$ cat config.mk
export PLATFORM = sky130hd
export DESIGN_NAME = key_irq
export DESIGN_NICKNAME = d
export VERILOG_FILES = /design/src/periph_pkg.sv /design/src/key_irq.sv
export VERILOG_INCLUDE_DIRS = /design/src
export SDC_FILE = /design/constraint.sdc
export NUM_CORES = 1
export LEC_CHECK = 0
export BUFFER_PORTS_ARGS = -buffer_cell sky130_fd_sc_hd__buf_2
export CORE_AREA = 2 2 39 41
export CTS_CLUSTER_DIAMETER = 30
export CTS_CLUSTER_SIZE = 30
export DETAILED_ROUTE_END_ITERATION = 8
export DIE_AREA = 0 0 41 43
export PLACE_DENSITY_LB_ADDON = 0.12
export SKIP_LAST_GASP = 1
export SYNTH_ARGS = -nofsm -noshare
export SYNTH_HDL_FRONTEND = slang
export SYNTH_SLANG_ARGS = --single-unit
$ cat constraint.sdc
create_clock -name clk -period 1.75 [get_ports clk]
set_input_delay 0.0875 -clock clk [delete_from_list [all_inputs] [get_ports clk]]
set_output_delay 0.0875 -clock clk [all_outputs]
set_load 0.05 [all_outputs]
$ cat src/board_defs.svh
`default_nettype none

`ifndef BOARD_DEFS_SVH
`define BOARD_DEFS_SVH

// Memory regions, byte addresses
`define ROM_BASE        64'h0000_0000_0000_0000
`define ROM_SIZE        64'h0000_0000_0000_1000
`define RAM_BASE        64'h0000_0000_0000_1000
`define RAM_SIZE        64'h0000_0000_0000_1000

// RAM depth in 32-bit words, RAM_SIZE / 4
`define RAM_WORDS       1024

// Single device registers
`define KEY_ADDR        64'h0000_0000_0000_8000
`define UART_ADDR       64'h0000_0000_0000_8008
`define SD_ADDR_REG     64'h0000_0000_0000_8010
`define SD_READ_REG     64'h0000_0000_0000_8018
`define SD_READY_REG    64'h0000_0000_0000_8020
`define SD_AVAIL_REG    64'h0000_0000_0000_8028

// SD sector buffer window, one byte per address
`define SD_BUF_BASE     64'h0000_0000_0000_9000
`define SD_BUF_SIZE     64'h0000_0000_0000_0200

// Vector raised by a key press
`define IRQ_KEY_VECTOR  4'd1

`endif

`default_nettype wire
$ cat src/periph_pkg.sv
`default_nettype none

package periph_pkg;

    typedef enum logic [3:0] {
        REGION_NONE     = 4'd0,
        REGION_ROM      = 4'd1,
        REGION_RAM      = 4'd2,
        REGION_KEY      = 4'd3,
        REGION_UART     = 4'd4,
        REGION_SD_ADDR  = 4'd5,
        REGION_SD_READ  = 4'd6,
        REGION_SD_READY = 4'd7,
        REGION_SD_AVAIL = 4'd8,
        REGION_SD_BUF   = 4'd9
    } region_e;

    typedef logic [3:0] irq_vec_t;

endpackage

`default_nettype wire

$ cat src/key_irq.sv
`timescale 1ns/1ps
`include "board_defs.svh"
`default_nettype none

module key_irq (
    input  logic                 clk,
    input  logic                 rst_n,
    input  logic [7:0]           key_ascii,
    input  logic                 key_pressed,
    input  logic                 interrupt_ack,
    output logic [7:0]           key_code,
    output periph_pkg::irq_vec_t interrupt_vector
);

    logic pressed_d;
    logic press_edge;
    logic fresh_q;

    assign press_edge = key_pressed && !pressed_d;

    always_ff @(posedge clk or negedge rst_n) begin
        if (!rst_n) begin
            pressed_d        <= 1'b0;
            fresh_q          <= 1'b0;
            key_code         <= '0;
            interrupt_vector <= '0;
        end else begin
            pressed_d <= key_pressed;
            fresh_q   <= press_edge;
            if (press_edge) begin
                key_code <= key_ascii;
            end
            // A zero code means no printable key, so no interrupt
            if (fresh_q && key_code != 8'd0) begin
                interrupt_vector <= `IRQ_KEY_VECTOR;
            end
            if (interrupt_ack && interrupt_vector != '0) begin
                interrupt_vector <= '0;
            end
        end
    end

endmodule

`default_nettype wire

Yosys cells after proc, flatten, opt, wreduce, memory -nomap -nowiden --
Cells that the tools add are included. Widths: inputs -> output; s select.
Operators by class: reductions and logical operators 7, muxes and demuxes 2
Operator list (count):
- $mux 4 | 2
- $reduce_bool 8->1 | 1
- $reduce_bool 4->1 | 1
- $logic_and 1x1->1 | 3
- $reduce_bool 2->1 | 1
- $logic_not 1->1 | 1
Word-level totals: word-level logic and storage cells 13, bits of input ports 12, register bits 14

Logic depth before layout (Yosys ltp) --
depth in word-level cells 4, depth in mapped cells 3, gate-level depth less buffers 3

Least setup slack after synthesis --
No wires, ideal clock.
path type reg2reg, start point reg key_code[5], end point reg interrupt_vector[0], cell stages (with the launch flop) 4, buffers on the path 0, setup slack 0.303 ns, arrival 1.305 ns, required time 1.608 ns, library setup time 0.142 ns, cells stage by stage dfrtp_1 or4_1 o21ai_1 mux2i_1
Between the ends: longest elaborated chain between the ends 3
Ends and longest elaborated chain:
- from (decl) | RTL line key_irq.sv:11 | output logic [7:0] key_code,
- from (signal assigned) | RTL line key_irq.sv:31 | key_code <= key_ascii;
- $reduce_bool 8->1 | RTL line key_irq.sv:34 | if (fresh_q && key_code != 8'd0) begin
- $logic_and 1x1->1 | RTL line key_irq.sv:34
- $reduce_bool 2->1 (no line)
- to (signal assigned) | RTL line key_irq.sv:35 | interrupt_vector <= `IRQ_KEY_VECTOR;
- to (decl) | RTL line key_irq.sv:12 | output periph_pkg::irq_vec_t interrupt_vector
Every way passes these cells. A chain may end at the register's enable or synchronous reset.

Final worst setup path --
Same ends and word-level chain as after synthesis.

==> metrics.txt <==
Max-cap violations=0; Psw=about 0.26 mW; cells after synthesis=29; gr usage total=between 10% and 20%; TritonCTS clock tree=yes; CP Class=reg -> reg; CP cell instances=or4_1 > o21ai_1 > mux2i_1; f_max=around 780 MHz; total routed wirelength=851 um; largest net degree at the start of global routing=12; Setup violations, final=0; most frequent cells in the layout=20 x buf_2, 11 x dfrtp_1, 8 x mux2_2; WL met1=roughly 330 um; CTS max path bufs=2; worst skew pair latency=roughly 0.26 ns; first-pass GRT wire length=roughly 1.4 mm; slowest CP cell=or4_1; final worst-path cycle share=72.98%; switching share of power=36.97%; DRC violation count after routing=0; worst path bufs/invs=0; Die Wd=between 40 and 50 um; Die Ht=43 um; post-synth top area share=63.58%; Top Metal Used=met3; HPWL after DPL=between 600 and 700 um; initial antenna violation count=0; Layout Skew=0.001622 ns; total power=0.6912 mW; setup bufs post-CTS=0; Seq pwr share=~44%; Core Area=around 1400 um^2; critical path required time=1.90 ns; area delta synth->final=37.86%; status=finished clean; first-pass iteration count of the detailed router=3; Synth area leaders=dfrtp_1 64%, mux2_2 21%, buf_4 5.2%; worst path arrival time=1.43 ns; full die area=around 1800 um^2; synthesized flop and latch total=11; # rows=14; IO buf count=20; sequential share of the synthesized area=between 60% and 70%; Crit. End Element=register; CTS Buf Count=3; Pleak=0.2923 nW; Post-Syn Area per Cell=14.93 um^2; initial DRC count=4; total grt overflow=0; fin. max-slew vios=0; HP Class=in -> reg; vias per cell=roughly 4.3; CTS root buf=clkbuf_4; number of global-route vias before repair=around 340; clk slew on worst S/H paths=about 0.07 ns; r2r setup slk=between 0.4 and 0.5 ns; Syn Std Cell Area=roughly 430 um^2; kind of cell adding the most delay to the critical path=simple AND/OR/NAND/NOR gates; vias after detailed routing=roughly 310; commonest non-fill, non-tap cell in the layout=buf_2; cell-internal power=around 0.44 mW; number of H-tree levels=1; Top Ports=24; wire length on met2=about 470 um; antenna fix cells=0; Netlist cell types=9; RD Place Congestion=around 0.69; Nets=between 60 and 70; combinational power share=31.2%; CP startpoint kind=register; CP max stage delay=0.53 ns; clock share of power=24.6%; area leader, netlist=dfrtp_1; Peak VDD IR=0.4251 mV; share of layout cells above drive strength 1=around three fifths; initial core utilization=between 30% and 40%; Final Hold Viols=0; critical path fanouts, max=3; synth warn=0; RSZ-0062 raised after global routing=false; CTS sink cnt=11; met3 wire length=between 50 and 60 um; Power Dens Cells=around 1200 nW/um^2; WL/cell=11.99 um; Tmin final=1.277 ns; Total Neg Setup Slack=0 ns; Antenna Violating Nets Remaining=0
[per-stage QoR]
step / hold slack (ns) / cells / util [%] / cell area [um^2] / setup WS [ns]
2_1_floorplan: -0.2081 / 31 / - / 440.4 / 0.3030
3_3_place_gp: -0.04118 / 64 / 39.06 / 540.5 / 0.5122
3_5_place_dp: -0.03507 / 64 / 39.06 / 540.5 / 0.4786
4_1_cts: 0.03701 / 71 / 43.13 / 596.8 / 0.4634
5_1_grt: 0.03011 / 71 / 43.13 / 596.8 / 0.4195
6_report: 0.04924 / 71 / 43.13 / 596.8 / 0.4728
[layer usage]
layer | vias up | track usage, %
met4 | 0 | 8.000
met3 | 0 | 7.853
li1 | 147 | -
met1 | 151 | 11.64
met2 | 9 | 19.69
met5 | - | 0
[final timing paths]
path                                     start             endpoint  cells after the start
max                                key_code[5]  interrupt_vector[0]                      3
min                               key_ascii[5]          key_code[5]                      2
max reg2reg                        key_code[5]  interrupt_vector[0]                      3
min reg2reg                interrupt_vector[0]  interrupt_vector[0]                      1
max in group asynchronous                rst_n          key_code[3]                      2
min in group asynchronous                rst_n          key_code[5]                      2
[power groups by stage]
stage,combinational [mW],clock (mW),sequential (mW)
6_report,0.216,0.170,0.306
5_1_grt,0.226,0.194,0.311
4_1_cts,0.218,0.181,0.306
3_5_place_dp,0.213,0,0.311
3_3_place_gp,0.209,0,0.309
2_1_floorplan,0.0550,0,0.415
[cell type report]
class	count	area (um^2)
clock buffer	4	26.28
fill	135	787.0
multi-input combinational	16	137.6
sequential	11	275.3
tap	16	20.02
timing repair buffer	24	137.6
[sequential cells by signal, indices dropped and copies added, names as in the netlist]
register,count
key_code,8
fresh_q,1
interrupt_vector,1
pressed_d,1
[logic make-up after synthesis]
| group | synth area share (%) |
|---|---|
| AND/OR/NAND/NOR | 4.913 |
| buffers and inverters | 6.357 |
| flip-flops | 63.58 |
| multiplexers | 23.12 |
| other | 0.8662 |
| AO/OA/AOI/OAI | 1.155 |
[cells in the mapped netlist (all sizes together)]
| master | number |
|---|---|
| or4 | 2 |
| nor2b | 1 |
| mux2i | 1 |
| mux2 | 8 |
| conb | 1 |
| o21ai | 1 |
| dfrtp | 11 |
| buf | 4 |
[timing repair]
item                                   CTS  global route
endpoints found under the hold margin   13             0
resized for setup                        0             0
hold buffers                             3             0
No activity file was read; power rests on OpenSTA's default activity.
