===== config.mk =====
export PLATFORM = sky130hd
export DESIGN_NAME = bus_decoder
export DESIGN_NICKNAME = d
export VERILOG_FILES = /design/src/periph_pkg.sv /design/src/bus_decoder.sv
export VERILOG_INCLUDE_DIRS = /design/src
export SDC_FILE = /design/constraint.sdc
export NUM_CORES = 1
export LEC_CHECK = 0
export BUFFER_PORTS_ARGS = -buffer_cell sky130_fd_sc_hd__buf_4
export CORE_MARGIN = 2
export CORE_UTILIZATION = 49
export DETAILED_ROUTE_END_ITERATION = 7
export PLACE_DENSITY = 0.84
export SYNTH_ARGS = -nofsm -noshare
export SYNTH_HDL_FRONTEND = slang
export SYNTH_SLANG_ARGS = --single-unit

===== constraint.sdc =====
create_clock -name vclk -period 4.05
set_input_delay 0.6075 -clock vclk [all_inputs]
set_output_delay 0.6075 -clock vclk [all_outputs]
set_load 0.02 [all_outputs]

===== src/board_defs.svh =====
`default_nettype none

`ifndef BOARD_DEFS_SVH
`define BOARD_DEFS_SVH

// Memory regions, byte addresses
`define ROM_BASE        64'h0000_0000_0000_0000
`define ROM_SIZE        64'h0000_0000_0000_1000
`define RAM_BASE        64'h0000_0000_0000_1000
`define RAM_SIZE        64'h0000_0000_0000_1000

// RAM depth in 32-bit words, RAM_SIZE / 4
`define RAM_WORDS       1024

// Single device registers
`define KEY_ADDR        64'h0000_0000_0000_8000
`define UART_ADDR       64'h0000_0000_0000_8008
`define SD_ADDR_REG     64'h0000_0000_0000_8010
`define SD_READ_REG     64'h0000_0000_0000_8018
`define SD_READY_REG    64'h0000_0000_0000_8020
`define SD_AVAIL_REG    64'h0000_0000_0000_8028

// SD sector buffer window, one byte per address
`define SD_BUF_BASE     64'h0000_0000_0000_9000
`define SD_BUF_SIZE     64'h0000_0000_0000_0200

// Vector raised by a key press
`define IRQ_KEY_VECTOR  4'd1

`endif

`default_nettype wire

===== src/periph_pkg.sv =====
`default_nettype none

package periph_pkg;

    typedef enum logic [3:0] {
        REGION_NONE     = 4'd0,
        REGION_ROM      = 4'd1,
        REGION_RAM      = 4'd2,
        REGION_KEY      = 4'd3,
        REGION_UART     = 4'd4,
        REGION_SD_ADDR  = 4'd5,
        REGION_SD_READ  = 4'd6,
        REGION_SD_READY = 4'd7,
        REGION_SD_AVAIL = 4'd8,
        REGION_SD_BUF   = 4'd9
    } region_e;

    typedef logic [3:0] irq_vec_t;

endpackage

`default_nettype wire


===== src/bus_decoder.sv =====
`timescale 1ns/1ps
`include "board_defs.svh"
`default_nettype none

module bus_decoder (
    input  logic [63:0]         bus_address,
    output periph_pkg::region_e region
);

    logic [63:0] rom_offset;
    logic [63:0] ram_offset;
    logic [63:0] buf_offset;
    logic        rom_hit;
    logic        ram_hit;
    logic        buf_hit;
    logic        key_hit;
    logic        uart_hit;
    logic        sd_addr_hit;
    logic        sd_read_hit;
    logic        sd_ready_hit;
    logic        sd_avail_hit;

    // Offset wraps below the base, so one compare covers each range
    assign rom_offset = bus_address - `ROM_BASE;
    assign ram_offset = bus_address - `RAM_BASE;
    assign buf_offset = bus_address - `SD_BUF_BASE;

    assign rom_hit      = rom_offset < `ROM_SIZE;
    assign ram_hit      = ram_offset < `RAM_SIZE;
    assign buf_hit      = buf_offset < `SD_BUF_SIZE;
    assign key_hit      = bus_address == `KEY_ADDR;
    assign uart_hit     = bus_address == `UART_ADDR;
    assign sd_addr_hit  = bus_address == `SD_ADDR_REG;
    assign sd_read_hit  = bus_address == `SD_READ_REG;
    assign sd_ready_hit = bus_address == `SD_READY_REG;
    assign sd_avail_hit = bus_address == `SD_AVAIL_REG;

    always_comb begin
        region = periph_pkg::REGION_NONE;
        if (rom_hit) begin
            region = periph_pkg::REGION_ROM;
        end else if (ram_hit) begin
            region = periph_pkg::REGION_RAM;
        end else if (buf_hit) begin
            region = periph_pkg::REGION_SD_BUF;
        end else if (key_hit) begin
            region = periph_pkg::REGION_KEY;
        end else if (uart_hit) begin
            region = periph_pkg::REGION_UART;
        end else if (sd_addr_hit) begin
            region = periph_pkg::REGION_SD_ADDR;
        end else if (sd_read_hit) begin
            region = periph_pkg::REGION_SD_READ;
        end else if (sd_ready_hit) begin
            region = periph_pkg::REGION_SD_READY;
        end else if (sd_avail_hit) begin
            region = periph_pkg::REGION_SD_AVAIL;
        end
    end

    // An overlap in the address map would let the chain above hide a device
    always_comb begin
        assert ($onehot0({rom_hit, ram_hit, buf_hit, key_hit, uart_hit,
                          sd_addr_hit, sd_read_hit, sd_ready_hit, sd_avail_hit}))
            else $error("bus_decoder: overlapping regions at %h", bus_address);
    end

endmodule

`default_nettype wire


# Yosys cells after proc, flatten, opt, wreduce, memory -nomap -nowiden
# Cells that the tools add are included.
# word_totals
ff_bits	0
input_bits	64
# op_classes
n_addsub	2
order_cmp	3
eq_ne	6
muxes	9
# op_table
operator	count
64-bit by 16-bit equality test with 1-bit output, second input constant	6
64-bit by 13-bit less-than comparator with 1-bit output, second input constant	2
64-bit by 10-bit less-than comparator with 1-bit output, second input constant	1
64-bit by 13-bit subtractor with 64-bit output, second input constant	1
64-bit by 16-bit subtractor with 64-bit output, second input constant	1
4-bit two-way mux	9

# Logic depth before layout (Yosys ltp)
# logic_depth
depth_word	10
ltp_mapped	9
mapped_depth_nobuf	8

# Worst setup path after synthesis
# OpenSTA, ideal clock, no wires.
# synth_timing
path_type	input port to output port
start	input port bus_address[34]
end	output port region[1]
arrival_time_ns	3.010
required_time_ns	3.442
slack_ns	0.432
stages	9
path_buffers	1
cell_sequence	clkbuf_1 -> or4_1 -> or3b_1 -> inv_1 -> nand3_1 -> o21a_1 -> a2111oi_0 -> nand4_1 -> o32ai_1
# synth_between
elab_chain_cells	9
elab_cells_between_ends	18
classes_between	2 x add/sub; 3 x order compare; 5 x eq/ne; 8 x mux
# synth_rtl
element	line	rtl
from (decl)	bus_decoder.sv:6	input logic [63:0] bus_address,
parallel branches: the longest is 8 deep, another holds 64-bit by 16-bit subtractor with 64-bit output	-	
4-bit two-way mux (*)	bus_decoder.sv:40	if (rom_hit) begin
to (decl)	bus_decoder.sv:7	output periph_pkg::region_e region
# Every way passes the cells marked *.

# Worst setup path after layout
# layout_timing
start	input port bus_address[39]
end	output port region[3]
# layout_between
elab_chain_cells	10
elab_cells_between_ends	20
classes_between	2 x add/sub; 3 x order compare; 6 x eq/ne; 9 x mux
# layout_rtl
element	line
parallel branches: the longest is 9 deep, another holds 64-bit by 16-bit subtractor with 64-bit output	-
4-bit two-way mux (*)	bus_decoder.sv:40
# Marked as above.

==> run metrics <==
WL/cell=17.6 um; crit end category=output port; drt total wl=5580 um; largest fanout on the critical path=7; Hold Crit Endpoint=region[3]; Seq/Total Area, Yosys=0%; via count=2238; Finish-stage setup viols=0; layout cell share with drive strength beyond 1=29.7%; synth unique cells=48; ANT cells=0; Leakage=0.000620 uW; worst slew margin relative to its limit=57.8%; Min-Delay Path Class=input port to output port; PD cells=69.1 nW/um2; post-synthesis area per instance=6.29 um2; Tcrit/Tclk final=94.3%; YS warnings=0; drt first pass iters=7; outcome=completed; clock buffer count in the final layout=0; Crit path arrival time=3210 ps; Worst-Margin Slew=627 ps; die outline width=56.5 um; top post-synthesis cells by area=nor4_1, nor3_1, nand4_1, o21ai_0, nand2_1; post-cts resize count=0; Max IR drop VDD=0.0614 mV; Post-layout nets=352; min Tclk post-route=3820 ps; hold_sp=bus_address[4]; die height=56.5 um; Hold Path Depth=3; antenna violations before repair=0; setup_tns=0 ps; postcts setup bufs=0; net switching power=69.5 uW; kind of critical path=input port to output port; Die ar.=3200 um2; unrepaired setup endpoints after global routing=no; gpl congestion=1.02; gate count of the mapped netlist=215; Comb power frac=100.0%; most frequent cells in the layout=buf_4, nor4_1, nor3_1; commonest non-fill, non-tap cell in the layout=buf_4; initial core utilization=50.3%; grt total ovfl=0; Area growth, synth to finish=43.4%; Port Buffers=68; core area=2690 um2; largest net degree at the start of global routing=11; Setup crit start kind=input port; Mapped Area=1350 um2; Top Ports=68; first-iteration detailed-routing DRC count=250; sequential share of power=0%; drc violations=0; CP Data Required Time=3440 ps; GRT Overall Usage=35.2%; fin. max-slew vios=0; Clk pwr share=0%; hold buffers post-CTS=0; Via density=7.06; Hold Slack=1530 ps; area fraction of the dominant cell type after synthesis=9.25%; register area=0 um2; row cnt=19; final hold violation count=0; fmax=262 MHz; vias in the first global route=1971; Internal=64.4 uW; area leader, netlist=nor4_1; Post-Layout Cell Count=317; Net Count, Synth=279; sw frac=51.9%; post-route ant nets=0; first-pass GRT wire length=9270 um; maxcap violations=0; sequential cells=0; Placed Cells=317; Post-DP HPWL=4690 um
==> Yosys cell counts (2+ instances only) <==
library cell	number
a2111oi_0	2
a21oi_1	3
a22oi_1	2
and4_1	2
clkbuf_1	4
inv_1	3
nand2_1	19
nand2b_1	2
nand3_1	14
nand3b_1	2
nand4_1	14
nor2_1	19
nor3_1	20
nor3_2	2
nor4_1	20
nor4b_1	5
o21ai_0	16
o31a_1	3
o31ai_1	3
o31ai_2	2
o41ai_1	6
or3_1	9
or4_1	9
xnor2_1	5
xor2_1	6
==> cell families (layout without fill, tap and decap cells) <==
logic type	Yosys count	after routing	synth area share, %
xor gates and xnor gates	11	11	7.12
muxes	1	1	0.740
buffers and inverters	7	78	1.94
and+or+nand+nor	146	146	63.7
AOI/OAI and AO/OA	50	50	26.5
==> per-stage QoR <==
step,instance area (um2),utilization [%],power [uW],setup WS [ps]
finish,1940,72.2,134,229
global route,1940,72.2,145,90.6
CTS,1940,72.2,130,272
detailed placement,1940,72.2,130,285
global placement,1940,72.2,130,292
floorplan,1350,-,41.9,432
==> power groups by stage <==
stage               combinational (uW)  sequential [uW]  clock (uW)
finish                             134                0           0
global route                       145                0           0
CTS                                130                0           0
detailed placement                 130                0           0
global placement                   130                0           0
floorplan                         41.9                0           0
==> how the worst max path moves through the flow <==
stage / depth (start not counted) / end / slack (ps) / start
2_1_floorplan: 9 / region[1] / 430 / bus_address[34]
6_report: 10 / region[3] / 230 / bus_address[39]
4_1_cts: 10 / region[3] / 270 / bus_address[39]
3_3_place_gp: 10 / region[3] / 290 / bus_address[37]
3_5_place_dp: 10 / region[3] / 290 / bus_address[39]
5_1_grt: 10 / region[1] / 90 / bus_address[29]
==> metal layers <==
metal,share of wire [%],vias to the layer above,global-route usage (%)
li1,-,1047,-
met1,39,975,49.9
met2,44,194,55.5
met3,14,22,3.23
met4,3.0,0,11.2
met5,0,-,0
==> area by class of cell <==
class / count / area [um2]
Tap cell: 31 / 38.8
Multi-Input combinational cell: 208 / 1330
Fill cell: 243 / 747
Timing Repair Buffer: 75 / 563
Inverter: 3 / 11.3
==> worst max-delay path, cell delays in order <==
cell	delay (ps)
buf_4	140
or4_1	540
or3_1	360
or4_4	520
o21ai_1	220
nand4_1	140
nor4_2	260
nand4_1	150
o31ai_1	100
buf_4	180
Note: power is estimated with default switching activity, not from simulation.
