==> config.mk <==
export PLATFORM = sky130hd
export DESIGN_NAME = sd_sector_buffer
export DESIGN_NICKNAME = d
export VERILOG_FILES = /design/src/board_defs.svh /design/src/sd_sector_buffer.sv
export SDC_FILE = /design/constraint.sdc
export NUM_CORES = 2
export LEC_CHECK = 0
export BUFFER_PORTS_ARGS = -buffer_cell sky130_fd_sc_hd__buf_2
export CAP_MARGIN = 15
export CORE_MARGIN = 5
export CORE_UTILIZATION = 30
export CTS_BUF_LIST = sky130_fd_sc_hd__clkbuf_4 sky130_fd_sc_hd__clkbuf_8 sky130_fd_sc_hd__clkbuf_16
export DETAILED_ROUTE_END_ITERATION = 8
export SKIP_CTS_REPAIR_TIMING = 1
export SYNTH_ARGS = -nofsm -noshare
export SYNTH_HDL_FRONTEND = slang
export SYNTH_SLANG_ARGS = --single-unit
==> constraint.sdc <==
create_clock -name clk -period 3.1 [get_ports clk]
set_input_delay 0.31 -clock clk [delete_from_list [all_inputs] [get_ports clk]]
set_output_delay 0.31 -clock clk [all_outputs]
set_load 0.01 [all_outputs]
==> src/board_defs.svh <==
`default_nettype none

`ifndef BOARD_DEFS_SVH
`define BOARD_DEFS_SVH

// Memory regions, byte addresses
`define ROM_BASE        64'h0000_0000_0000_0000
`define ROM_SIZE        64'h0000_0000_0000_1000
`define RAM_BASE        64'h0000_0000_0000_1000
`define RAM_SIZE        64'h0000_0000_0000_1000

// RAM depth in 32-bit words, RAM_SIZE / 4
`define RAM_WORDS       1024

// Single device registers
`define KEY_ADDR        64'h0000_0000_0000_8000
`define UART_ADDR       64'h0000_0000_0000_8008
`define SD_ADDR_REG     64'h0000_0000_0000_8010
`define SD_READ_REG     64'h0000_0000_0000_8018
`define SD_READY_REG    64'h0000_0000_0000_8020
`define SD_AVAIL_REG    64'h0000_0000_0000_8028

// SD sector buffer window, one byte per address
`define SD_BUF_BASE     64'h0000_0000_0000_9000
`define SD_BUF_SIZE     64'h0000_0000_0000_0200

// Vector raised by a key press
`define IRQ_KEY_VECTOR  4'd1

`endif

`default_nettype wire
==> src/sd_sector_buffer.sv <==
`timescale 1ns/1ps
`default_nettype none

module sd_sector_buffer (
    input  logic       clk,
    input  logic       rst_n,
    input  logic [7:0] byte_in,
    input  logic       byte_valid,
    input  logic       restart,
    input  logic [8:0] index,
    output logic [7:0] byte_out,
    output logic       avail
);

    logic [7:0] sector [0:511];
    logic [9:0] count;
    logic       valid_d;
    logic       capture;

    // count[9] marks a full sector, later bytes are dropped
    assign capture = byte_valid && !valid_d && !count[9] && !restart;

    always_ff @(posedge clk or negedge rst_n) begin
        if (!rst_n) begin
            valid_d <= 1'b0;
            count   <= '0;
            avail   <= 1'b0;
        end else begin
            valid_d <= byte_valid;
            if (restart) begin
                count <= '0;
                avail <= 1'b0;
            end else if (capture) begin
                count <= count + 1'b1;
                if (count == 10'd511) begin
                    avail <= 1'b1;
                end
            end
        end
    end

    always_ff @(posedge clk) begin
        if (capture) begin
            sector[count[8:0]] <= byte_in;
        end
    end

    assign byte_out = sector[index];

endmodule

`default_nettype wire

# After elaboration in Yosys (flattened, before gate mapping)
# Memory sizes are Yosys's and may differ from the RTL's.
# Index checks and enable logic that the tools add are counted.
# W data, S select, Z words.
# totals
regBits	12
ram_bits	4096
inputBits	21
out_inout_bits	9
memories	1
# mem_list
memory	words	word_bits	rd	rd_ports_with_merged_regs	write_ports	line_no	rtl
sector	512	8	1	0	1	sd_sector_buffer.sv:15	logic [7:0] sector [0:511];
# op_classes
n_addsub	1
n_eq_ne	1
muxes	7
reduce_logical	9
# ops
op	n
$mux W10	2
$add A10 B1 Y10 const B	1
$eq A10 B9 Y1 const B	1
$mux W1	5
$reduce_bool A2 Y1	2
$logic_and A1 B1 Y1	3
$logic_not A1 Y1	3
$reduce_and A2 Y1	1

# Longest topological paths before layout
# logic_depth
word_depth	6
ltp_mapped	12

# Worst setup path after synthesis
# No wires, ideal clock.
# synth_path
path_type	input -> output
start	in index[0]
end	out byte_out[4]
arrival_time_ns	2.204
t_required_ns	2.790
path_slack_ns	0.586
path_stages	10
cell_sequence	buf_6 -> buf_6 -> buf_4 -> buf_2 -> mux4_2 -> o22ai_1 -> a22oi_1 -> nand4_1 -> o21ai_0 -> o211a_1
# synth_via
elab_chain_len	1
# synth_lines
item	line_no	rtl
from (decl)	sd_sector_buffer.sv:10	input logic [8:0] index,
$mem_v2 Z512 W8	-	
to (decl)	sd_sector_buffer.sv:11	output logic [7:0] byte_out,
# Every way passes these cells.

# Worst setup path after layout
# layout_path
start	mem sector[151][6]
end	out byte_out[6]
# layout_via
elab_chain_len	1
# layout_lines
item	line_no
from (decl)	sd_sector_buffer.sv:15
$mem_v2 Z512 W8	-
# Every way passes these cells.

==> insert_results.sql <==
INSERT INTO impl_metrics (metric_group, metric, value, unit) VALUES
('finish', 'n_fill_cell', '48700', ''),
('floorplan', 'die-width', '742', 'µm'),
('sta', 'report.final.hold_viol_count', '0', ''),
('status', 'failing_checks', 'negative setup slack', ''),
('sta', 'final_critical_path_setup_slack', '-0.675', 'ns'),
('floorplan', 'fp.dieArea', '550000', 'µm²'),
('placement', 'placement.io_buffers', '29', ''),
('global_routing', 'antenna_found_initial', '26', ''),
('finish', 'fin_util', '0.364', ''),
('detailed_routing', 'drt_pass1_iterations', '6', ''),
('sta', 'report.final.slew_viol_count', '0', ''),
('global_routing', 'grt_overflow_total', '0', ''),
('cts', 'cts_sinks', '4108', ''),
('finish', 'synthToLayoutAreaGrowth', '20.8', '%'),
('logic_synthesis', 'dominant_combinational_cell_family_by_area_after_synthesis', 'multiplexers', ''),
('finish', 'share_of_post_route_cells_with_drive_strength_above_1', '0.298', ''),
('logic_synthesis', 'postSynthRegisterBits', '4108', ''),
('logic_synthesis', 'synth_fa_ha_area_frac', '0.000311', ''),
('worst_setup_path', 'rr_endpoint', 'sector[492][0]$_DFFE_PP_', ''),
('global_routing', 'globalRouteTotalUtil', '0.153', ''),
('power_and_ir_drop', 'power_dens_cells', '605', 'nW/µm²'),
('logic_synthesis', 'synth_simple_gate_area_frac', '0.0278', ''),
('sta', 'totalNegativeSetupSlack', '-4.73', 'ns'),
('finish', 'sequential_cell_area', '123000', 'µm²'),
('logic_synthesis', 'synth_warnings', '0', ''),
('sta', 'fmax', '0.265', 'GHz'),
('logic_synthesis', 'post-synth-top-count-cell', 'sky130_fd_sc_hd__edfxtp_1', ''),
('sta', 'clock-skew-final', '0.0473', 'ns'),
('placement', 'placedInstanceArea', '179000', 'µm²'),
('cts', 'cts.htree.levels', '5', ''),
('worst_setup_path', 'reg2reg_depth', '7', ''),
('status', 'status', 'finished with violations', ''),
('sta', 'min_clock_period_post_route', '3.77', 'ns'),
('placement', 'preCtsSetupSlack', '-1.51', 'ns'),
('logic_synthesis', 'synth_enable_flop_cells', '4096', ''),
('sta', 'setup_viol_count_final', '8', ''),
('floorplan', 'dieHeight', '742', 'µm'),
('sta', 'hold_slack', '0.0414', 'ns'),
('cts', 'clk_pin_slew_worst_paths', '0.06', 'ns'),
('logic_synthesis', 'leading_post_synthesis_cells_by_instance_count', '4096 x sky130_fd_sc_hd__edfxtp_1, 771 x sky130_fd_sc_hd__mux2i_1, 667 x sky130_fd_sc_hd__nor2_1, 657 x sky130_fd_sc_hd__mux4_2, 363 x sky130_fd_sc_hd__o221ai_1', ''),
('worst_setup_path', 'required', '2.79', 'ns'),
('detailed_routing', 'routedWlPerCell', '25.9', 'µm'),
('logic_synthesis', 'yosys.area.top_type_share', '0.766', ''),
('cts', 'clock_tree.root_cell', 'sky130_fd_sc_hd__clkbuf_16', ''),
('detailed_routing', 'final_antenna_violating_net_count', '0', ''),
('logic_synthesis', 'async_flop_share', '0.00292', ''),
('logic_synthesis', 'synth_cell_types', '56', ''),
('detailed_routing', 'drtIter0Drc', '9466', ''),
('placement', 'detailed_place_hpwl', '286000', 'µm'),
('run', 'drv_cap', '0', ''),
('logic_synthesis', 'synth.mux.area_fraction', '0.141', ''),
('floorplan', 'floorplan.core_area', '533000', 'µm²'),
('global_routing', 'largest_net_degree_at_the_start_of_global_routing', '117', ''),
('logic_synthesis', 'postSynth.topFlopCell', 'sky130_fd_sc_hd__edfxtp_1', ''),
('sta', 'post-route-period-util', '1.22', ''),
('power_and_ir_drop', 'power_leakage', '63.6', 'nW'),
('finish', 'design_area', '194000', 'µm²'),
('logic_synthesis', 'synth.avg_cell_area', '19.7', 'µm²'),
('sta', 'worst_slew_margin_rel', '0.184', ''),
('logic_synthesis', 'synth.area.top_cells', 'sky130_fd_sc_hd__edfxtp_1 77%, sky130_fd_sc_hd__mux4_2 9.2%, sky130_fd_sc_hd__mux2i_1 4.8%', ''),
('detailed_routing', 'detail_route.drc_violations', '0', ''),
('power_and_ir_drop', 'power.ir.vdd_worst', '0.497', 'mV'),
('finish', 'multi_input_comb_area', '35100', 'µm²'),
('placement', 'routabilityCongestion', '0.881', ''),
('logic_synthesis', 'synthesis.instances', '8144', ''),
('sta', 'rsz0062_at_grt', 'true', ''),
('worst_setup_path', 'crit_path_start_kind', 'flop', ''),
('worst_setup_path', 'critPathCaptureType', 'output port', ''),
('worst_setup_path', 'critical_path_arrival', '3.46', 'ns'),
('global_routing', 'grt_first_pass_wirelength', '628000', 'µm'),
('cts', 'clkLatencyLatePin', '0.96', 'ns');
## stage by stage
step / total power, W / cells
5_1_grt: 0.121 / 16800
4_1_cts: 0.118 / 16800
3_5_place_dp: 0.0686 / 16100
6_report: 0.117 / 16800
2_1_floorplan: 0.0652 / 8144
3_3_place_gp: 0.0684 / 16100
## final cells by class
class	instances	area share
Clock inverter	262	0.0138
Sequential cell	4108	0.635
Timing Repair Buffer	1451	0.0683
Antenna cell	8	0.000103
Multi-Input combinational cell	3504	0.181
Inverter	7	0.000174
Clock buffer	488	0.0561
Tap cell	7020	0.0453
## worst max-delay path: stages, from the launching register on
cell and delay [ns]:
sky130_fd_sc_hd__edfxtp_1 0.37, sky130_fd_sc_hd__mux4_2 0.53, sky130_fd_sc_hd__mux4_2 0.60, sky130_fd_sc_hd__a32oi_4 0.30, sky130_fd_sc_hd__nor2_1 0.23, sky130_fd_sc_hd__o2111a_2 0.33
sky130_fd_sc_hd__buf_6 0.17
## worst max path at each step
| stage | start | end | slack (ns) | cells after the start |
|---|---|---|---|---|
| final | sector[151][6]$_DFFE_PP_ | byte_out[6] | -0.67 | 6 |
| after global routing | sector[43][2]$_DFFE_PP_ | byte_out[2] | -0.72 | 10 |
| after CTS | sector[34][2]$_DFFE_PP_ | byte_out[2] | -1.62 | 9 |
| after detailed placement | index[0] | byte_out[2] | -1.51 | 14 |
| after global placement | index[0] | byte_out[0] | -1.58 | 14 |
| after floorplan | index[0] | byte_out[4] | 0.59 | 10 |
## sequential cells by signal, summed over array words and instances (netlist names)
signal / flops
sector: 4096
count: 10
avail: 1
valid_d: 1
## cells by family after synthesis
family | Yosys count
xor+xnor | 7
buf+inv | 532
simple gates | 1066
fa+ha+maj | 4
compound gates | 980
mux | 1447
flops | 4108
## placed cells by master (no fill, tap or decap), drive strengths merged, types with 8 or more instances in the layout
| master | Yosys | layout |
|---|---|---|
| and3 | 9 | 9 |
| dlygate4sd3 | 0 | 11 |
| o22ai | 180 | 180 |
| mux2i | 771 | 771 |
| mux2 | 19 | 19 |
| o21ai | 146 | 146 |
| a21oi | 178 | 178 |
| edfxtp | 4096 | 4096 |
| o221ai | 368 | 368 |
| clkbuf | 258 | 490 |
| mux4 | 657 | 657 |
| buf | 267 | 1438 |
| o211a | 14 | 14 |
| nor3 | 96 | 96 |
| a22oi | 52 | 52 |
| bufinv | 0 | 48 |
| inv | 7 | 19 |
| nand3 | 64 | 64 |
| clkinv | 0 | 187 |
| clkinvlp | 0 | 15 |
| nor3b | 8 | 8 |
| nand2 | 146 | 146 |
| nand4 | 38 | 38 |
| a31oi | 10 | 10 |
| nor2 | 667 | 667 |
| dfrtp | 12 | 12 |
| diode | 0 | 8 |
| nor4 | 11 | 11 |
## layer usage
layer	part of all wire	track usage	wire length, µm	vias up
li1	-	-	-	36500
met1	0.41	0.208	178000	45400
met2	0.48	0.252	210000	3829
met3	0.079	0.0245	34300	712
met4	0.033	0.0474	14500	8
met5	0.00011	0	49	-
## power breakdown
| part | switching, W | internal (W) | total [W] |
|---|---|---|---|
| registers | 0.00000483 | 0.0611 | 0.0611 |
| logic | 0.00396 | 0.00251 | 0.00647 |
| clock network | 0.0208 | 0.0291 | 0.0498 |
Note: power is estimated with default switching activity, not from simulation.
