--- src/board_defs.svh ---
`default_nettype none

`ifndef BOARD_DEFS_SVH
`define BOARD_DEFS_SVH

// Memory regions, byte addresses
`define ROM_BASE        64'h0000_0000_0000_0000
`define ROM_SIZE        64'h0000_0000_0000_1000
`define RAM_BASE        64'h0000_0000_0000_1000
`define RAM_SIZE        64'h0000_0000_0000_1000

// RAM depth in 32-bit words, RAM_SIZE / 4
`define RAM_WORDS       1024

// Single device registers
`define KEY_ADDR        64'h0000_0000_0000_8000
`define UART_ADDR       64'h0000_0000_0000_8008
`define SD_ADDR_REG     64'h0000_0000_0000_8010
`define SD_READ_REG     64'h0000_0000_0000_8018
`define SD_READY_REG    64'h0000_0000_0000_8020
`define SD_AVAIL_REG    64'h0000_0000_0000_8028

// SD sector buffer window, one byte per address
`define SD_BUF_BASE     64'h0000_0000_0000_9000
`define SD_BUF_SIZE     64'h0000_0000_0000_0200

// Vector raised by a key press
`define IRQ_KEY_VECTOR  4'd1

`endif

`default_nettype wire
--- src/periph_pkg.sv ---
`default_nettype none

package periph_pkg;

    typedef enum logic [3:0] {
        REGION_NONE     = 4'd0,
        REGION_ROM      = 4'd1,
        REGION_RAM      = 4'd2,
        REGION_KEY      = 4'd3,
        REGION_UART     = 4'd4,
        REGION_SD_ADDR  = 4'd5,
        REGION_SD_READ  = 4'd6,
        REGION_SD_READY = 4'd7,
        REGION_SD_AVAIL = 4'd8,
        REGION_SD_BUF   = 4'd9
    } region_e;

    typedef logic [3:0] irq_vec_t;

endpackage

`default_nettype wire

--- src/io_regs.sv ---
`timescale 1ns/1ps
`include "board_defs.svh"
`default_nettype none

module io_regs (
    input  logic                clk,
    input  logic                rst_n,
    input  periph_pkg::region_e region,
    input  logic [63:0]         bus_address,
    input  logic [63:0]         bus_write_data,
    input  logic                bus_write_enable,
    input  logic                bus_read_enable,
    output logic [63:0]         bus_read_data,
    output logic                bus_read_done,
    output logic                ram_rd_go,
    input  logic [63:0]         ram_rd_data,
    input  logic                ram_rd_done,
    input  logic [7:0]          key_code,
    input  logic [7:0]          sd_byte,
    input  logic                sd_avail,
    input  logic                sd_ready,
    output logic [8:0]          sd_index,
    output logic                sd_rd_start,
    output logic [31:0]         sd_sector,
    output logic                uart_strobe,
    output logic [7:0]          uart_data
);

    localparam logic [1:0] ST_IDLE    = 2'd0;
    localparam logic [1:0] ST_BUSY    = 2'd1;
    localparam logic [1:0] ST_RELEASE = 2'd2;

    logic [1:0]  state;
    logic [63:0] buf_offset;
    logic [63:0] dev_data;
    logic        accept;
    logic        ram_sel;
    logic        dev_load;
    logic        ram_load;
    logic        uart_sel;
    logic        uart_sel_d;

    assign ram_sel    = region == periph_pkg::REGION_RAM;
    assign accept     = state == ST_IDLE && bus_read_enable;
    assign dev_load   = accept && !ram_sel;
    assign ram_load   = state == ST_BUSY && ram_rd_done;
    assign uart_sel   = bus_write_enable && region == periph_pkg::REGION_UART;
    assign buf_offset = bus_address - `SD_BUF_BASE;
    assign sd_index   = buf_offset[8:0];

    // RAM sees the request on the accept edge itself
    assign ram_rd_go  = accept && ram_sel;

    // ROM, UART and unmapped addresses read as zero
    always_comb begin
        case (region)
            periph_pkg::REGION_KEY:      dev_data = {56'd0, key_code};
            periph_pkg::REGION_SD_READY: dev_data = {63'd0, sd_ready};
            periph_pkg::REGION_SD_AVAIL: dev_data = {63'd0, sd_avail};
            periph_pkg::REGION_SD_BUF:   dev_data = {56'd0, sd_byte};
            default:                     dev_data = '0;
        endcase
    end

    always_ff @(posedge clk or negedge rst_n) begin
        if (!rst_n) begin
            state         <= ST_IDLE;
            bus_read_done <= 1'b0;
            sd_rd_start   <= 1'b0;
            sd_sector     <= '0;
            uart_sel_d    <= 1'b0;
            uart_strobe   <= 1'b0;
        end else begin
            bus_read_done <= dev_load || ram_load;
            sd_rd_start   <= bus_write_enable && region == periph_pkg::REGION_SD_READ;
            uart_sel_d    <= uart_sel;
            uart_strobe   <= uart_sel && !uart_sel_d;
            if (bus_write_enable && region == periph_pkg::REGION_SD_ADDR) begin
                sd_sector <= bus_write_data[31:0];
            end
            case (state)
                ST_IDLE: begin
                    if (bus_read_enable) begin
                        state <= ram_sel ? ST_BUSY : ST_RELEASE;
                    end
                end
                ST_BUSY: begin
                    if (ram_rd_done) begin
                        state <= ST_RELEASE;
                    end
                end
                default: begin
                    // Wait for the master to drop its request
                    if (!bus_read_enable) begin
                        state <= ST_IDLE;
                    end
                end
            endcase
        end
    end

    always_ff @(posedge clk) begin
        if (dev_load) begin
            bus_read_data <= dev_data;
        end else if (ram_load) begin
            bus_read_data <= ram_rd_data;
        end
        if (uart_sel) begin
            uart_data <= bus_write_data[7:0];
        end
    end

    // The master keeps its request up until it has seen done
    assert property (@(posedge clk) disable iff (!rst_n) bus_read_done |-> bus_read_enable)
        else $error("io_regs: read done without a held request");

endmodule

`default_nettype wire

--- config.mk ---
export PLATFORM = sky130hd
export DESIGN_NAME = io_regs
export DESIGN_NICKNAME = d
export VERILOG_FILES = /design/src/periph_pkg.sv /design/src/io_regs.sv
export VERILOG_INCLUDE_DIRS = /design/src
export SDC_FILE = /design/constraint.sdc
export NUM_CORES = 1
export LEC_CHECK = 0
export ABC_AREA = 1
export BUFFER_PORTS_ARGS = -buffer_cell sky130_fd_sc_hd__buf_2
export CORE_AREA = 2 2 130 132
export DETAILED_ROUTE_END_ITERATION = 10
export DIE_AREA = 0 0 132 134
export GPL_TIMING_DRIVEN = 0
export SYNTH_ARGS = -nofsm -noshare
export SYNTH_HDL_FRONTEND = slang
export SYNTH_SLANG_ARGS = --single-unit
--- constraint.sdc ---
create_clock -name clk -period 3.9 [get_ports clk]
set_clock_uncertainty 0.1 [all_clocks]
set_input_delay 0.585 -clock clk [delete_from_list [all_inputs] [get_ports clk]]
set_output_delay 0.585 -clock clk [all_outputs]
set_load 0.02 [all_outputs]
After elaboration in Yosys (flattened, before gate mapping)
Cells that the tools add are included.

word-level totals
  bits in registers = 110
  logic and storage cells = 43
  output and inout port bits = 117
  input bits = 219

cells by class
  add/subtract/negate cells = 1
  equality and inequality tests = 12
  mux-type cells = 8
  reduce and logical (&&, ||, !) cells = 14

operator list
  cell                   number
  $mux W64               2
  $pmux W8 S4            1
  $eq A4 B3 Y1 const B   4
  $sub A9 B1 Y9 const B  1
  $eq A4 B2 Y1 const B   2
  $eq A4 B4 Y1 const B   2
  $logic_and A1 B1 Y1    8
  $mux W2                4
  $ne A2 B2 Y1 const B   2
  $pmux W2 S2            1
  $ne A3 B1 Y1 const B   1
  $reduce_and A3 Y1      1
  $eq A2 B1 Y1 const B   1
  $logic_not A1 Y1       2
  $logic_not A2 Y1       1
  $reduce_bool A2 Y1     1
  $logic_or A1 B1 Y1     1

Depth between registers and ports, before layout
Gate-level depths: netlist (run 1).

  word-level depth = 4
  mapped depth = 9
  gate-level depth less buffers = 8

Least setup slack after synthesis (run 1)
Ideal clock, no wire load.

  kind = input to register
  from = input port region[3]
  to = register bus_read_data[0], enable pin
  required time = 3106 ps
  stages = 7
  setup slack = 822 ps
  buffers on the path = 1
  arrival = 2284 ps
  library setup time = 694 ps
  path through = nor2_4 > nand3_2 > inv_2 > nor2_2 > buf_6 > inv_2 > nand2_1

between the ends
  cells in the longest elaborated chain, start to end = 4

ends and longest elaborated chain
  element                       RTL line        RTL
  from (decl)                   io_regs.sv:8    input periph_pkg::region_e region,
  $eq A4 B2 Y1                  io_regs.sv:43   assign ram_sel = region == periph_pkg::REGION_RAM;
  $logic_not A1 Y1              io_regs.sv:45   assign dev_load = accept && !ram_sel;
  $logic_and A1 B1 Y1           io_regs.sv:45
  $reduce_bool A2 Y1 (no line)  -
  to (signal assigned)          io_regs.sv:104  bus_read_data <= dev_data;
  to (signal assigned)          io_regs.sv:106  bus_read_data <= ram_rd_data;
  to (decl)                     io_regs.sv:13   output logic [63:0] bus_read_data,

Every way passes these cells.
A chain may end at the register's enable or synchronous reset.

Worst setup path in the final report (run 1)
  from = register state[0]
  to = register bus_read_data[11], enable pin

between the ends
  cells in the longest elaborated chain, start to end = 4
  elaborated cells on any way between the ends = 6
  those cells by class = 1 x eq/ne; 5 x reduce/logical

ends and longest elaborated chain
  element                         RTL line       RTL
  from (decl)                     io_regs.sv:33  logic [1:0] state;
  from (signal assigned)          io_regs.sv:84  state <= ram_sel ? ST_BUSY : ST_RELEASE;
  $logic_not A2 Y1                io_regs.sv:44  assign accept = state == ST_IDLE && bus_read_enable;
  $logic_and A1 B1 Y1             io_regs.sv:44
  $logic_and A1 B1 Y1             io_regs.sv:45
  $reduce_bool A2 Y1 (no line) *  -

Mark *: on every way between the ends. The rest lies on a longest branch, timed or not.

==> results.py, run 1 <==
metrics = {
    "pwr": {
        "p_sw_share_pct": 29.55,
        "ir_drop_v": 0.0002306,
        "power.internal_mw": 2.010,
        "p_switching_mw": 0.8429,
        "combPwrFrac_pct": 19.1,
        "p_leak_nw": 3.289,
        "p_seq_share_pct": 49.7,
        "clock_power_share_pct": 31.3,
        "power_mw": 2.852,
        "power-per-cell-area_nw_per_um2": 448.2,
    },
    "critical_path": {
        "reg2reg_to": "bus_read_data[11]$_SDFFCE_PP0P_",
        "cp.arrival_ns": 2.20,
        "crit_type": "reg -> reg",
        "start_kind": "register",
        "critical_path.startpoint": "state[0]$_DFFE_PN0P_",
        "rrSetupSlack_ns": 1.58,
        "worstRegToRegCells": 8,
        "critPathCaptureType": "register",
        "crit_required_ns": 3.78,
        "crit_fanout": 65,
        "reg2reg_from": "state[0]$_DFFE_PN0P_",
    },
    "status": {
        "status": "complete, no violations",
    },
    "grt": {
        "grt_remaining_overflow": 0,
        "top_usage_layer": "met2",
        "grt_max_degree": 66,
        "grt_util_all_layers_pct": 13.55,
        "grtUsageMet3_pct": 4.837,
        "grt_pass1_wl_mm": 18.42,
        "grtUsageMet1_pct": 15.96,
        "grt_pass1_vias": 3615,
        "antenna_found_initial": 0,
        "grtUsageMet2_pct": 22.80,
    },
    "routing": {
        "drt_pre_antenna_iters": 4,
        "viasPerCell": 3.996,
        "drc": 0,
        "drt_iter0_drc": 145,
        "wl_per_cell_um": 13.16,
        "finalWirelength_mm": 12.03,
        "via_count": 3652,
        "final_antenna_net_count": 0,
    },
    "yosys": {
        "synth-seq-cells": 110,
        "ys_seq_area_share_pct": 67.66,
        "syn_inst": 439,
        "synth_area_sq_um": 4601,
        "synth_flop_cell": "edfxtp_1",
        "async_reset_ff_share_pct": 34.55,
        "ys_types": 20,
        "synth_warnings": 0,
        "synth.avg_cell_area_sq_um": 10.48,
        "syn_nets": 658,
        "synth_edf_count": 72,
    },
    "clock_network": {
        "cts_resized": 0,
        "htreeDepth": 3,
        "cts_buffers": 9,
        "clk_path_buf_depth": 2,
        "clockRootBuffer": "clkbuf_16",
        "insertion_delay_ns": 0.34,
        "cts_tree": "yes",
        "cts_hold_buf": 0,
        "clk_pin_slew_ns": 0.08,
        "postCtsSetupBuffers": 0,
        "cts.sinks": 110,
    },
    "floorplanning": {
        "die_area_sq_um": 17690,
        "rows": 47,
        "die_w_um": 132,
        "die_y_um": 134,
        "start_util_pct": 28.24,
        "core_sq_um": 16290,
        "ios": 336,
    },
    "cells_and_area": {
        "n_antenna_cell": 0,
        "syn2layout_area_growth_pct": 38.35,
        "nNetsFinal": 908,
        "final_cells": 914,
        "drive_gt1_share_pct": 42.07,
    },
    "timing": {
        "worst_slew_pin_slew_ns": 0.8737,
        "fmax_mhz": 430.8,
        "hold_violations": 0,
        "slew_viol_final": 0,
        "finalSetupViolations": 0,
        "worst_slack_ns": 1.579,
        "slew_headroom_pct": 41.54,
        "min_period_ns": 2.321,
        "grt_setup_unrepaired": "false",
        "finalCritPeriodShare_pct": 59.52,
    },
    "hold_path": {
        "min_path_type": "in -> async",
    },
    "placement": {
        "dpl.hpwl_mm": 9.307,
        "place_ws_ns": 1.173,
        "gp_congestion": 0.7339,
        "place_inst": 898,
        "port_buffers": 239,
    },
    "run": {
        "cap_violations": 0,
    },
}
-- worst max-delay path by stage --
| stage | depth (start not counted) | slack (ns) | to |
|---|---|---|---|
| after floorplan | 7 | 0.82 | bus_read_data[0]$_DFFE_PP_ |
| after global placement | 8 | -0.41 | bus_read_data[38]$_SDFFCE_PP0P_ |
| after detailed placement | 8 | 1.17 | bus_read_data[38]$_SDFFCE_PP0P_ |
| after CTS | 8 | 1.53 | bus_read_data[6]$_DFFE_PP_ |
| after global routing | 8 | 1.37 | bus_read_data[11]$_SDFFCE_PP0P_ |
| final | 8 | 1.58 | bus_read_data[11]$_SDFFCE_PP0P_ |
-- flip-flops by register name (all words and copies together), names as in the netlist --
register	count
uart_sel_d	1
bus_read_done	1
bus_read_data	64
state	2
sd_sector	32
uart_strobe	1
sd_rd_start	1
uart_data	8
-- stage by stage --
step / utilization (%) / cell area (sq um) / hold WS, ns / setup TNS (ns)
after detailed placement: 37.32 / 6080 / 0.2942 / 0
after global placement: 37.28 / 6072 / 0.2906 / -26.43
after floorplan: - / 4601 / 0.1894 / 0
final: 39.07 / 6365 / 0.2381 / 0
after CTS: 39.07 / 6365 / 0.2601 / 0
after global routing: 39.07 / 6365 / 0.3022 / 0
-- final cells by class --
cell class              count  area [sq um]
multi-input cells         234          1051
flip-flops and latches    110          3113
inverters                  70         262.8
well taps                 220         275.3
clock buffers              10         229.0
clock inverters             6         56.30
repair buffers            239          1196
fillers                  1680          9925
plain buffers              25         181.4
-- synthesized netlist by cell type (2+ instances only) --
cell type,instances,share of area [%]
nand2_1,118,9.6
buf_4,9,1.5
o21ai_0,33,3.6
nand3_1,10,1.1
a21oi_1,2,0.22
dfrtp_1,38,21
nor2_1,52,4.2
inv_1,68,5.5
nor2_4,12,2.9
nor2_2,2,0.27
nor3_1,2,0.22
inv_2,2,0.16
edfxtp_1,72,47
buf_2,4,0.44
clkbuf_1,6,0.49
buf_6,5,1.2
-- worst max-delay path, stage by stage, from the launching register on --
cell and delay (ns):
dfrtp_1 0.40, inv_1 0.08, nand2_1 0.07, inv_1 0.07, nand2_1 0.09, nor2_2 0.14, buf_6 0.18, inv_2 0.13
nand2_4 0.62
-- metal layers --
layer	share of wire [%]	wire length (um)	vias to the layer above
met3	9.1	1097	9
met1	42	5070	1611
met5	0	0	-
li1	-	-	1855
met2	48	5728	177
met4	1.1	136	0
-- logic make-up (layout without fill, tap and decap cells) --
family,after synthesis,after routing,synth area share (%)
AOI/OAI and AO/OA,36,36,3.944
DFF,110,110,67.66
buffers and inverters,95,350,9.654
and+or+nand+nor,198,198,18.74
-- cell usage in the layout (no fill, tap or decap), drive strengths merged --
master    n
nand3    11
clkbuf   16
nor2     66
buf     258
a21oi     2
dfrtp    38
inv      73
nor3      2
nand2   119
clkinv    3
o22ai     1
edfxtp   72
o21ai    33
-- power by group through the flow --
stage	combinational, mW	clock (mW)	sequential [mW]
after floorplan	0.163	0	1.59
after global placement	0.549	0	1.44
after detailed placement	0.555	0	1.44
after CTS	0.555	0.925	1.42
after global routing	0.597	0.966	1.43
final	0.544	0.892	1.42
Power figures use the tool's default switching activity.
==> run 2, diff against run 1 <==
Settings changed: CORE_AREA 2 2 130 132 to 2 2 129 131, DIE_AREA 0 0 132 134 to 0 0 131 133.
Clock period 3.9 ns to 2.1 ns, I/O delays scaled along.
==> run 2 against run 1 <==
- the flow now finishes with violations (hold timing)
- sequential power increased by 85%
- final cell count increased by 0.11%
- core utilization increased by 0.49 points
- critical endpoint is now bus_read_data[35]$_SDFFCE_PP0P_
- highest routed layer is now met5
==> results.py, run 2 (same netlist as run 1, synthesis figures left out) <==
metrics = {
    "critical_path": {
        "critical_path.startpoint": "state[1]$_DFFE_PN0P_",
        "start_kind": "register",
        "crit_fanout": 33,
        "reg2reg_to": "bus_read_data[35]$_SDFFCE_PP0P_",
        "rrSetupSlack_ns": 0.18,
        "reg2reg_from": "state[1]$_DFFE_PN0P_",
        "critPathCaptureType": "register",
        "cp.arrival_ns": 1.84,
        "crit_required_ns": 2.02,
        "crit_type": "reg -> reg",
        "cp-endpoint": "bus_read_data[35]$_SDFFCE_PP0P_",
        "worstRegToRegCells": 8,
    },
    "cells_and_area": {
        "register_area_sq_um": 3113,
        "largest_register_ffs": 64,
        "syn2layout_area_growth_pct": 39.08,
        "nNetsFinal": 909,
        "largest-register": "bus_read_data",
        "layout_commonest_cell": "buf_2",
        "n_antenna_cell": 0,
        "final_cell_mix": "buf_2, nand2_1, edfxtp_1, inv_1, nor2_1",
        "multi_input_area_sq_um": 1080,
        "drive_gt1_share_pct": 41.87,
        "nFillCells": 1622,
        "fin_area_sq_um": 6399,
        "top_regs": "bus_read_data: 64 flops, sd_sector: 32 flops, uart_data: 8 flops",
    },
    "placement": {
        "placed_area_sq_um": 6080,
        "gp_congestion": 0.7627,
        "port_buffers": 239,
        "dpl.hpwl_mm": 9.265,
        "place_ws_ns": -0.2613,
    },
    "clock_network": {
        "clockRootBuffer": "clkbuf_16",
        "clk_path_buf_depth": 2,
        "clk_pin_slew_ns": 0.07,
        "cts.sinks": 110,
        "cts_tree": "yes",
        "insertion_delay_ns": 0.34,
        "postCtsSetupBuffers": 0,
        "htreeDepth": 3,
        "cts_buffers": 9,
    },
    "timing": {
        "slew_viol_final": 0,
        "finalCritPeriodShare_pct": 91.43,
        "grt_setup_unrepaired": "false",
        "hold_violations": 18,
        "finalSetupViolations": 0,
        "fmax_mhz": 520.8,
        "worst_slew_pin_slew_ns": 0.9389,
        "whs_ns": -0.004497,
        "slew_headroom_pct": 37.17,
        "fin_tns_setup_ns": 0,
        "min_period_ns": 1.920,
        "worst_slack_ns": 0.1799,
    },
    "floorplanning": {
        "start_util_pct": 28.45,
        "die_area_sq_um": 17420,
        "die_y_um": 133,
        "rows": 47,
        "core_sq_um": 16170,
        "die_w_um": 131,
        "ios": 336,
    },
    "hold_path": {
        "min_path_type": "in -> async",
    },
    "grt": {
        "grt_max_degree": 66,
        "grt_pass1_vias": 3566,
        "grt_remaining_overflow": 0,
        "grt_util_all_layers_pct": 13.53,
        "antenna_found_initial": 2,
        "grt_pass1_wl_mm": 17.84,
    },
    "status": {
        "violations": "hold timing",
        "status": "finished, violations left",
    },
    "pwr": {
        "p_leak_nw": 3.292,
        "ir_drop_v": 0.0004062,
        "p_sw_share_pct": 28.22,
        "power-per-cell-area_nw_per_um2": 834.3,
        "power.internal_mw": 3.832,
        "p_seq_share_pct": 49.3,
        "combPwrFrac_pct": 19.0,
        "clock_power_share_pct": 31.7,
        "p_switching_mw": 1.506,
        "power_mw": 5.339,
    },
    "run": {
        "cap_violations": 0,
    },
    "routing": {
        "viasPerCell": 4.101,
        "via_count": 3752,
        "final_antenna_net_count": 0,
        "drt_iter0_drc": 161,
        "wl_per_cell_um": 13.38,
        "drc": 0,
        "drt_pre_antenna_iters": 4,
        "finalWirelength_mm": 12.25,
    },
}
-- run 2: changes by cell type in the layout (fill, tap and decap cells not counted), sizes merged --
cell,change
clkinv,-2
clkinvlp,+2
bufinv,+1
clkbuf,+1
inv,-2
nand2,+1
-- run 2: critical path: stages, from the launching register on --
cell and delay, ns:
dfrtp_1 0.36, inv_1 0.10, nand2_1 0.09, inv_1 0.08, nand2_1 0.10, nor2_2 0.14
buf_6 0.18, inv_2 0.16, nand2_8 0.26
-- run 2: power by group through the flow --
| stage | Sequential (mW) | Combinational [mW] | Clock (mW) |
|---|---|---|---|
| after global routing | 2.66 | 1.11 | 1.83 |
| final | 2.63 | 1.01 | 1.69 |
| after detailed placement | 2.68 | 1.02 | 0 |
| after CTS | 2.64 | 1.02 | 1.77 |
| after global placement | 2.68 | 1.01 | 0 |
| after floorplan | 2.95 | 0.305 | 0 |
-- run 2: final cells by class --
class	count	area share [%]
Sequential cell	110	48.65
Timing Repair Buffer	239	18.69
Multi-Input combinational cell	235	16.88
Tap cell	220	4.302
Inverter	70	4.106
Clock buffer	11	3.637
Buffer	25	2.835
Clock inverter	5	0.8995
-- run 2: worst min path at each step --
stage / slack (ns) / cells past startpoint / start / to
floorplan: -0.08 / 0 / rst_n / bus_read_done$_DFF_PN0_
global placement: 0.30 / 1 / uart_sel_d$_DFF_PN0_ / uart_strobe$_DFF_PN0_
detailed placement: 0.30 / 1 / uart_sel_d$_DFF_PN0_ / uart_strobe$_DFF_PN0_
CTS: 0.02 / 1 / rst_n / sd_sector[20]$_DFFE_PN0P_
global route: 0.05 / 1 / bus_write_data[4] / uart_data[4]$_DFFE_PP_
finish: -0.004 / 1 / rst_n / sd_sector[3]$_DFFE_PN0P_
-- run 2: timing repair --
item                                    in CTS  in global routing
endpoints found under the setup margin      65                 64
cloned                                       0                  1
hold buffers                                 0                  0
pin swaps                                    0                  1
gates resized for setup                      1                  1
-- run 2: per-layer routing --
layer  vias up  GRT usage [%]  share of wire, %
met5         -              0              0.11
met4         2          5.615               1.8
met3        17          4.893                11
met2       202          22.16                46
met1      1672          15.95                42
li1       1859              -                 -
-- run 2: through the flow --
stage | utilization (%) | instances | hold slack (ns)
2_1_floorplan | - | 439 | -0.08059
3_5_place_dp | 37.59 | 898 | 0.2993
5_1_grt | 39.57 | 915 | 0.04844
3_3_place_gp | 37.59 | 898 | 0.2987
6_report | 39.57 | 915 | -0.004497
4_1_cts | 39.44 | 914 | 0.01929
==> run 3, diff against run 2 <==
Settings changed: MAX_ROUTING_LAYER set to met4.
==> run 3 against run 2 <==
- the run now ends clean
- critical path depth unchanged
- power about the same
- first-iteration DRC count increased by 13%
- routed wire length increased by 0.13%
- register-to-register slack about the same
- cell area about the same
- sequential share of layout area about the same
- combinational power about the same
- via count increased by 0.45%
- final cell count increased by 0.22%
- global-route usage increased by 0.45 points
- core utilization about the same
- critical path type unchanged
==> results.py, run 3 (same netlist as run 1, synthesis figures left out) <==
metrics = {
    "critical_path": {
        "cp.arrival_ns": 1.83,
        "critPathTopFamily": "simple AND/OR/NAND/NOR gates",
        "slowest_stage": "dfrtp_1",
        "start_kind": "register",
        "max_stage_delay_ns": 0.40,
        "crit_required_ns": 2.02,
        "path_cells": "inv_1 > nand2_1 > inv_1 > nand2_1 > nor2_2 > buf_6 > inv_2 > nand2_8",
        "crit_type": "reg -> reg",
        "path_buf_inv": 4,
        "critPathCaptureType": "register",
        "crit_fanout": 33,
    },
    "floorplanning": {
        "start_util_pct": 28.45,
        "die_area_sq_um": 17420,
        "core_sq_um": 16170,
        "die_w_um": 131,
        "die_y_um": 133,
        "rows": 47,
        "ios": 336,
    },
    "routing": {
        "drt_iter0_drc": 182,
        "viasPerCell": 4.110,
        "via_count": 3769,
        "wl_per_cell_um": 13.37,
        "final_antenna_net_count": 0,
        "drc": 0,
        "finalWirelength_mm": 12.26,
        "drt_pre_antenna_iters": 5,
    },
    "clock_network": {
        "htreeDepth": 3,
        "cts.sinks": 110,
        "insertion_delay_ns": 0.35,
        "clk_path_buf_depth": 2,
        "clockRootBuffer": "clkbuf_16",
        "clk_pin_slew_ns": 0.07,
        "cts_tree": "yes",
        "postCtsSetupBuffers": 0,
        "cts_hold_buf": 0,
        "cts_buffers": 9,
    },
    "cells_and_area": {
        "nFillCells": 1621,
        "final_cell_mix": "buf_2, nand2_1, edfxtp_1, inv_1, nor2_1",
        "syn2layout_area_growth_pct": 39.19,
        "fin_util_pct": 39.60,
        "drive_gt1_share_pct": 41.87,
        "nNetsFinal": 909,
        "largest_register_ffs": 64,
        "top_regs": "bus_read_data: 64 flops, sd_sector: 32 flops, uart_data: 8 flops",
        "largest-register": "bus_read_data",
        "layout_commonest_cell": "buf_2",
    },
    "grt": {
        "grt_pass1_wl_mm": 17.87,
        "grt_pass1_vias": 3552,
        "grt_remaining_overflow": 0,
        "grt_max_degree": 66,
        "grt_util_all_layers_pct": 13.98,
        "antenna_found_initial": 2,
    },
    "timing": {
        "slew_viol_final": 0,
        "min_period_ns": 1.913,
        "fin_tns_setup_ns": 0,
        "hold_violations": 0,
        "finalSetupViolations": 0,
        "finalCritPeriodShare_pct": 91.08,
        "grt_setup_unrepaired": "false",
        "slew_headroom_pct": 38.79,
        "fmax_mhz": 522.9,
        "worst_slack_ns": 0.1874,
        "worst_slew_pin_slew_ns": 0.9148,
    },
    "placement": {
        "gp_congestion": 0.7727,
        "place_ws_ns": -0.2613,
        "dpl.hpwl_mm": 9.265,
        "port_buffers": 239,
    },
    "run": {
        "cap_violations": 0,
    },
    "pwr": {
        "p_leak_nw": 3.292,
        "power-per-cell-area_nw_per_um2": 833.9,
        "ir_drop_v": 0.0004063,
        "power_mw": 5.340,
    },
    "hold_path": {
        "min_path_type": "in -> async",
    },
    "status": {
        "status": "complete, no violations",
    },
}
run 3: cell count changes in the layout (fill, tap and decap cells not counted):
cell,previous run,this run
diode_2,0,2
run 3: worst paths after layout:
path | from | endpoint | slack (ns) | depth (start not counted)
max | state[0]$_DFFE_PN0P_ | bus_read_data[35]$_SDFFCE_PP0P_ | 0.19 | 8
min | rst_n | sd_sector[7]$_DFFE_PN0P_ | 0.001 | 1
max reg2reg | state[0]$_DFFE_PN0P_ | bus_read_data[35]$_SDFFCE_PP0P_ | 0.19 | 8
min reg2reg | uart_sel_d$_DFF_PN0_ | uart_strobe$_DFF_PN0_ | 0.30 | 1
max in group asynchronous | rst_n | state[1]$_DFFE_PN0P_ | 1.34 | 1
min in group clk | bus_write_data[23] | sd_sector[23]$_DFFE_PN0P_ | 0.06 | 3
run 3: through the flow:
step	instances	instance area [sq um]	hold slack, ns
finish	917	6404	0.001165
global route	917	6404	0.04766
CTS	914	6379	0.01929
detailed placement	898	6080	0.2993
global placement	898	6080	0.2987
floorplan	439	4608	-0.08059
run 3: worst reg2reg max path, delay by kind of cell, from the launching register on:
kind | cells | cell delay [ns]
buffers and inverters | 4 | 0.49
DFF | 1 | 0.40
and+or+nand+nor | 4 | 0.58
run 3: timing repair:
item | CTS | global route
pin swaps | 0 | 1
endpoints found under the hold margin | 0 | 0
resized for setup | 1 | 1
endpoints found under the setup margin | 65 | 64
gates cloned | 0 | 1
run 3: per-layer routing:
metal | routed length (um) | vias up | share of wire (%) | global-route usage, %
li1 | - | 1865 | - | -
met1 | 5251 | 1680 | 43 | 16.50
met5 | 0 | - | 0 | -
met4 | 197 | 0 | 1.6 | 5.496
met2 | 5585 | 210 | 46 | 22.37
met3 | 1226 | 14 | 10 | 4.084
run 3: power by group:
part	switching [mW]	internal (mW)	total (mW)
registers	0.0781	2.55	2.63
clock network	0.767	0.927	1.69
logic	0.662	0.351	1.01
run 3: cell type report:
type	count	area [sq um]	share of cell area, %
sequential	110	3113	48.61
timing repair buffer	239	1196	18.68
multi-input combinational	235	1080	16.86
tap	220	275.3	4.299
inverter	70	262.8	4.103
clock buffer	11	232.7	3.634
buffer	25	181.4	2.833
clock inverter	5	57.56	0.8988
antenna	2	5.005	0.07816
